===== src/lsu_consts.svh =====
`ifndef LSU_CONSTS_SVH
`define LSU_CONSTS_SVH

// byte address width
`define ADDRESS_LEN 32

// data word and memory cell widths
`define WORD_LEN 32
`define BYTE_LEN 8

// number of bytes held by the data memory
`define MEM_SIZE 64

// first byte address of the memory window
`define MEM_BASE 1024

`endif


===== src/lsuPkg.sv =====
package lsuPkg;

	// memory opcodes carried with every request
	// memNop passes through the pipeline and returns zero data
	// memLoadWord reads an aligned big-endian word
	// memLoadByte and memLoadByteU read one byte and extend it
	// memStoreWord writes an aligned big-endian word
	typedef enum logic [2:0] {
		memNop       = 3'd0,
		memLoadWord  = 3'd1,
		memLoadByte  = 3'd2,
		memLoadByteU = 3'd3,
		memStoreWord = 3'd4
	} memOp;

	// values 5 to 7 are unused encodings
	// a request carrying one of them is a stimulus error

	// upper bound used by range checks in the stages
	localparam int memOpCount = 5;

endpackage


===== src/stageBus.sv =====
`timescale 1ns/10ps
`include "lsu_consts.svh"

// one request as it moves between two pipeline stages
interface stageBus;

	// one-cycle strobe per request, no back-pressure
	logic valid;
	lsuPkg::memOp op;

	// byte address relative to the memory window
	logic [`ADDRESS_LEN-1:0] address;

	// store data on the way in, read word on the way out
	logic [`WORD_LEN-1:0] data;

	// out of window or misaligned word access
	logic fault;

	// the stage that registers the request
	modport source (output valid, output op, output address, output data, output fault);

	// the stage that consumes it
	modport sink (input valid, input op, input address, input data, input fault);

endinterface


===== src/addressStage.sv =====
`timescale 1ns/10ps
`include "lsu_consts.svh"

module addressStage (
	input logic clk,
	input logic rst,
	input logic reqValid,
	input lsuPkg::memOp reqOp,
	input logic [`ADDRESS_LEN-1:0] reqBase,
	input logic signed [15:0] reqOffset,
	input logic [`WORD_LEN-1:0] reqStoreData,
	stageBus.source outBus
);

	logic [`ADDRESS_LEN-1:0] effAddress;
	logic [`ADDRESS_LEN-1:0] relAddress;
	logic isWordOp;
	logic outOfRange;
	logic misaligned;
	logic faultNext;

	// offset is sign-extended to the full address width before the add
	assign effAddress = reqBase + {{(`ADDRESS_LEN - 16){reqOffset[15]}}, reqOffset};

	// addresses below the window wrap to large values and fail the range check
	assign relAddress = effAddress - `ADDRESS_LEN'(`MEM_BASE);
	assign outOfRange = relAddress >= `ADDRESS_LEN'(`MEM_SIZE);

	assign isWordOp = (reqOp == lsuPkg::memLoadWord) || (reqOp == lsuPkg::memStoreWord);

	// window base is word aligned, so the relative low bits give alignment
	assign misaligned = isWordOp && (relAddress[1:0] != 2'b00);

	// a nop never faults whatever its address fields hold
	assign faultNext = reqValid && (reqOp != lsuPkg::memNop) && (outOfRange || misaligned);

	always_ff @(posedge clk or posedge rst) begin
		if (rst) begin
			outBus.valid <= 1'b0;
			outBus.op <= lsuPkg::memNop;
			outBus.fault <= 1'b0;
		end else begin
			outBus.valid <= reqValid;
			outBus.op <= reqOp;
			outBus.fault <= faultNext;
		end
	end

	// relative address and store data of the request
	always_ff @(posedge clk) begin
		outBus.address <= relAddress;
		outBus.data <= reqStoreData;
	end

	// every accepted request must carry one of the defined opcodes
	opKnown: assert property (
		@(posedge clk) disable iff (rst)
		reqValid |-> (int'(reqOp) < lsuPkg::memOpCount)
	) else $error("addressStage: undefined opcode %0d on a valid request", reqOp);

endmodule


===== src/dataMemory.sv =====
`timescale 1ns/10ps
`include "lsu_consts.svh"

module dataMemory (
	input logic clk,
	input logic rst,
	stageBus.sink inBus,
	stageBus.source outBus
);

	localparam int indexLen = $clog2(`MEM_SIZE);
	localparam int imageBytes = 16;

	// first four words after reset, byte 0 leftmost
	localparam logic [imageBytes*`BYTE_LEN-1:0] resetImage =
		128'h10000000_C0220000_00640000_00A60000;

	logic [`BYTE_LEN-1:0] mem [0:`MEM_SIZE-1];
	logic [indexLen-1:0] baseIndex;
	logic writeEnable;
	logic isLoad;
	logic [`WORD_LEN-1:0] readWord;

	// big-endian word at an aligned byte index
	function automatic logic [`WORD_LEN-1:0] wordAt(input logic [indexLen-1:0] index);
		return {
			mem[{index[indexLen-1:2], 2'b00}],
			mem[{index[indexLen-1:2], 2'b01}],
			mem[{index[indexLen-1:2], 2'b10}],
			mem[{index[indexLen-1:2], 2'b11}]
		};
	endfunction

	// faulting requests may carry any address, only in-range ones reach memory
	assign baseIndex = {inBus.address[indexLen-1:2], 2'b00};

	assign writeEnable = inBus.valid && !inBus.fault && (inBus.op == lsuPkg::memStoreWord);

	assign isLoad = inBus.valid && !inBus.fault &&
		(inBus.op inside {lsuPkg::memLoadWord, lsuPkg::memLoadByte, lsuPkg::memLoadByteU});

	always_comb begin
		readWord = wordAt(baseIndex);
	end

	always_ff @(posedge clk or posedge rst) begin
		if (rst) begin
			for (int i = 0; i < imageBytes; i++) begin
				mem[i] <= resetImage[(imageBytes - i) * `BYTE_LEN - 1 -: `BYTE_LEN];
			end
			for (int i = imageBytes; i < `MEM_SIZE; i++) begin
				mem[i] <= '0;
			end
		end else if (writeEnable) begin
			// most significant byte lands on the aligned address
			mem[{baseIndex[indexLen-1:2], 2'b00}] <= inBus.data[4*`BYTE_LEN-1 -: `BYTE_LEN];
			mem[{baseIndex[indexLen-1:2], 2'b01}] <= inBus.data[3*`BYTE_LEN-1 -: `BYTE_LEN];
			mem[{baseIndex[indexLen-1:2], 2'b10}] <= inBus.data[2*`BYTE_LEN-1 -: `BYTE_LEN];
			mem[{baseIndex[indexLen-1:2], 2'b11}] <= inBus.data[`BYTE_LEN-1 -: `BYTE_LEN];
		end
	end

	always_ff @(posedge clk or posedge rst) begin
		if (rst) begin
			outBus.valid <= 1'b0;
			outBus.op <= lsuPkg::memNop;
			outBus.fault <= 1'b0;
		end else begin
			outBus.valid <= inBus.valid;
			outBus.op <= inBus.op;
			outBus.fault <= inBus.fault;
		end
	end

	// read happens before the write of the same edge lands,
	// so a store reports zero and a following load sees the new word
	always_ff @(posedge clk) begin
		outBus.address <= inBus.address;
		outBus.data <= isLoad ? readWord : '0;
	end

	// a faulting request must leave the word it points at untouched
	faultNoWrite: assert property (
		@(posedge clk) disable iff (rst)
		(inBus.valid && inBus.fault) |=> (wordAt($past(baseIndex)) == $past(readWord))
	) else $error("dataMemory: memory changed under a faulting request");

endmodule


===== src/writebackStage.sv =====
`timescale 1ns/10ps
`include "lsu_consts.svh"

module writebackStage (
	input logic clk,
	input logic rst,
	stageBus.sink inBus,
	output logic resultValid,
	output lsuPkg::memOp resultOp,
	output logic [`WORD_LEN-1:0] resultData,
	output logic resultFault
);

	logic [`BYTE_LEN-1:0] selByte;
	logic [`WORD_LEN-1:0] resultNext;

	// byte 0 is the most significant byte of the word
	always_comb begin
		case (inBus.address[1:0])
			2'd0: selByte = inBus.data[4*`BYTE_LEN-1 -: `BYTE_LEN];
			2'd1: selByte = inBus.data[3*`BYTE_LEN-1 -: `BYTE_LEN];
			2'd2: selByte = inBus.data[2*`BYTE_LEN-1 -: `BYTE_LEN];
			default: selByte = inBus.data[`BYTE_LEN-1 -: `BYTE_LEN];
		endcase
	end

	always_comb begin
		resultNext = '0;
		if (inBus.valid && !inBus.fault) begin
			case (inBus.op)
				lsuPkg::memLoadWord: resultNext = inBus.data;
				lsuPkg::memLoadByte:
					resultNext = {{(`WORD_LEN - `BYTE_LEN){selByte[`BYTE_LEN-1]}}, selByte};
				lsuPkg::memLoadByteU:
					resultNext = {{(`WORD_LEN - `BYTE_LEN){1'b0}}, selByte};
				// stores and nops report zero
				default: resultNext = '0;
			endcase
		end
	end

	always_ff @(posedge clk or posedge rst) begin
		if (rst) begin
			resultValid <= 1'b0;
			resultOp <= lsuPkg::memNop;
			resultFault <= 1'b0;
		end else begin
			resultValid <= inBus.valid;
			resultOp <= inBus.op;
			// fault is already qualified by valid in the address stage
			resultFault <= inBus.fault;
		end
	end

	always_ff @(posedge clk) begin
		resultData <= resultNext;
	end

	// fault travels two stages with its strobe and never shows up alone
	faultHasValid: assert property (
		@(posedge clk) disable iff (rst)
		resultFault |-> resultValid
	) else $error("writebackStage: resultFault without resultValid");

endmodule


===== src/loadStoreUnit.sv =====
`timescale 1ns/10ps
`include "lsu_consts.svh"

module loadStoreUnit (
	input logic clk,
	input logic rst,
	input logic reqValid,
	input lsuPkg::memOp reqOp,
	input logic [`ADDRESS_LEN-1:0] reqBase,
	input logic signed [15:0] reqOffset,
	input logic [`WORD_LEN-1:0] reqStoreData,
	output logic resultValid,
	output lsuPkg::memOp resultOp,
	output logic [`WORD_LEN-1:0] resultData,
	output logic resultFault
);

	// address stage to memory, data carries the store word
	stageBus addrToMem ();

	// memory to writeback, data carries the aligned read word
	stageBus memToWb ();

	addressStage uAddressStage (
		.clk          (clk),
		.rst          (rst),
		.reqValid     (reqValid),
		.reqOp        (reqOp),
		.reqBase      (reqBase),
		.reqOffset    (reqOffset),
		.reqStoreData (reqStoreData),
		.outBus       (addrToMem.source)
	);

	// store and read share this stage, so no forwarding is needed
	dataMemory uDataMemory (
		.clk    (clk),
		.rst    (rst),
		.inBus  (addrToMem.sink),
		.outBus (memToWb.source)
	);

	writebackStage uWritebackStage (
		.clk         (clk),
		.rst         (rst),
		.inBus       (memToWb.sink),
		.resultValid (resultValid),
		.resultOp    (resultOp),
		.resultData  (resultData),
		.resultFault (resultFault)
	);

endmodule


===== config.mk =====
export PLATFORM = sky130hd
export DESIGN_NAME = loadStoreUnit
export DESIGN_NICKNAME = d
export VERILOG_FILES = /design/src/lsuPkg.sv /design/src/stageBus.sv /design/src/addressStage.sv /design/src/dataMemory.sv /design/src/writebackStage.sv /design/src/loadStoreUnit.sv
export VERILOG_INCLUDE_DIRS = /design/src /design/src/src
export SDC_FILE = /design/constraint.sdc
export NUM_CORES = 1
export LEC_CHECK = 0
export ABC_CLOCK_PERIOD_IN_PS = 14700
export BUFFER_PORTS_ARGS = -buffer_cell sky130_fd_sc_hd__clkbuf_2
export CAP_MARGIN = 20
export CORE_UTILIZATION = 45
export DETAILED_ROUTE_END_ITERATION = 8
export GPL_ROUTABILITY_DRIVEN = 0
export PLACE_DENSITY = 0.69
export RECOVER_POWER = 25
export SETUP_SLACK_MARGIN = 0.05
export SKIP_LAST_GASP = 1
export SYNTH_ARGS = -nofsm -noshare
export SYNTH_HDL_FRONTEND = slang
export SYNTH_HIERARCHICAL = 1
export SYNTH_SLANG_ARGS = --single-unit
export TNS_END_PERCENT = 50

===== constraint.sdc =====
create_clock -name clk -period 14.7 [get_ports clk]
set_input_delay 0.735 -clock clk [delete_from_list [all_inputs] [get_ports clk]]
set_output_delay 0.735 -clock clk [all_outputs]
set_load 0.005 [all_outputs]

==> impl_metrics.tcl <==
set metrics [dict create \
    status "complete, no violations" \
    overflow 0 \
    p_leak_uw 0.0152 \
    fin_crit_sh_pct 31.5 \
    regArea_um2 15300 \
    portBuffers 122 \
    max_slew_margin_pct 8.70 \
    clk_latency_ns 0.60 \
    grt.met2_usage_pct 35.6 \
    htree_levels 3 \
    n_fill_cell 5333 \
    num_vias 17184 \
    antenna_cells 0 \
    worst-slew-pin-transition_ns 1.36 \
    clk_pin_slew_ns 0.06 \
    netlist_instances 2014 \
    yosysWarnings 6 \
    die_h_um 255 \
    die_area_um2 65200 \
    rows 92 \
    critPathRequiredTime_ns 15.17 \
    postSynthAreaPerCell_um2 14.3 \
    drtAntennaViolNets 0 \
    grt_pass1_wl_mm 110 \
    p_total_uw 4440 \
    avgViaCountPerCell 5.76 \
    hp-class "input port to register" \
    area_delta_synth_final_pct 11.7 \
    antenna_found_initial 1 \
    wire_per_inst_um 23.5 \
    setup_tns_ns 0 \
    worst_setup_path_start_kind "register" \
    finalSetupViolCount 0 \
    num-nets-final 2235 \
    grt_max_degree 215 \
    reg2reg_slack_ns 10.07 \
    first_pass_iters 7 \
    fp.coreArea_um2 63300 \
    cap_violations 0 \
    finalHoldViolCount 0 \
    drt_iter0_markers 1138 \
    cp_max_fo 40 \
    hpwl_mm 42.8 \
    drcViolationCount 0 \
    cts_tree "done" \
    peakVddDrop_uv 97.5 \
    hold_buffers 0 \
    drv_slew 0 \
    grtUsageTotal_pct 21.8 \
    cts_made_buffers 67 \
    clockBufferDepth 3 \
    layout.cells.non_filler 2984 \
    power_density_nw_per_um2 138 \
    drive_gt1_share_pct 42.1 \
    start_util_pct 45.6 \
    period_minus_slack_ns 4.63 \
    clock-sinks 631 \
    placed_cells 2862 \
    clk_root_buffer_cell "clkbuf_16" \
    synth_area_um2 28900 \
    cp.arrival_ns 5.10 \
    post_cts_resize_count 0 \
    num_io_pins 123 \
    finClkSkew_ns 0.0278 \
    grtUsageMet1_pct 29.1 \
    rsz0062_at_grt "false" \
    wl_mm 70.0 \
    fin_util_pct 51.0 \
    use_met3_pct 3.57 \
    fmax_ghz 0.216 \
    critPathKind "register to register" \
    syn_nets 2162 \
    cts_setup_buffers 0 \
    crit_path_end_kind "register" \
    first_global_vias 18428 \
    grt-busiest-layer "met2" \
    die_w_um 255 \
    multi_input_area_um2 12400 \
]
state kept, by name, indices dropped and copies added, names as in the netlist, 2 cells and up:
| signal | count |
|---|---|
| uDataMemory/mem | 512 |
| uAddressStage/outBus.data | 32 |
| uDataMemory/outBus.data | 32 |
| uWritebackStage/resultData | 32 |
| uAddressStage/outBus.address | 6 |
| uAddressStage/outBus.op | 3 |
| uDataMemory/outBus.op | 3 |
| uWritebackStage/resultOp | 3 |
| uDataMemory/outBus.address | 2 |
per-stage QoR:
step | worst slack, ns | hold slack (ns) | area [µm²]
after global placement | 10.01 | 0.403 | 30100
after CTS | 9.96 | 0.151 | 32300
after global routing | 9.67 | 0.220 | 32300
after detailed placement | 9.94 | 0.400 | 30100
final | 10.07 | 0.232 | 32300
after floorplan | 6.95 | 0.310 | 28900
layer usage:
metal	vias up	part of all wire [%]
li1	7510	-
met2	536	48
met5	-	0.027
met3	138	5.6
met1	8998	43
met4	2	3.4
power by group:
part	switching, µW	total [µW]	leakage [µW]	internal, µW
clock network	682	1660	0.00107	978
logic	328	696	0.00605	367
registers	150	2090	0.00804	1940
total	1160	4440	0.0152	3280
cells in the final DEF, fill, tap and decap left out, types with 4 or more instances in the layout:
master / instances
nand2_1: 47
nor2_1: 20
clkbuf_16: 69
o21ai_0: 22
dfstp_2: 12
mux2_2: 486
nor2b_1: 6
a21o_1: 9
nand3b_1: 13
clkinv_2: 13
a22oi_1: 10
nor3_4: 9
xor2_1: 10
clkbuf_2: 95
inv_1: 107
o221ai_1: 34
dfxtp_1: 101
a211oi_1: 5
mux4_2: 129
clkbuf_1: 43
o21bai_1: 6
ha_1: 61
nand4_1: 35
o211ai_1: 6
a21oi_1: 52
and3_1: 4
a31oi_1: 8
mux2i_1: 40
mux2_1: 26
xnor2_1: 17
clkbuf_8: 12
nand3_1: 8
dfrtp_1: 515
buf_4: 31
cell type report:
| class | instances | share of cell area, % |
|---|---|---|
| sequential | 631 | 47.4 |
| multi-input combinational | 1120 | 38.5 |
| clock buffer | 97 | 6.05 |
| tap | 846 | 3.28 |
| timing repair buffer | 158 | 2.83 |
| inverter | 109 | 1.27 |
| clock inverter | 23 | 0.663 |
critical path, cell delays in order (launching register included):
cell     delay, ns
dfxtp_4       0.72
buf_4         0.74
buf_4         0.79
nand3_1       0.51
nor3_4        0.78
buf_4         0.52
mux2_2        0.40
final timing paths:
| check | startpoint | end | cells past startpoint |
|---|---|---|---|
| min | reqStoreData[5] | uAddressStage/outBus.data[5]$_DFF_P_ | 1 |
| min reg2reg | uAddressStage/outBus.address[0]$_DFF_P_ | uDataMemory/outBus.address[0]$_DFF_P_ | 0 |
| max in group asynchronous | rst | uDataMemory/mem[333]$_DFFE_PP0P_ | 5 |
| max reg2reg | uAddressStage/outBus.address[2]$_DFF_P_ | uDataMemory/mem[151]$_DFFE_PP0P_ | 6 |
| max | uAddressStage/outBus.address[2]$_DFF_P_ | uDataMemory/mem[151]$_DFFE_PP0P_ | 6 |
| min in group asynchronous | rst | uWritebackStage/resultOp[2]$_DFF_PP0_ | 2 |
No activity file was read; power rests on OpenSTA's default activity.
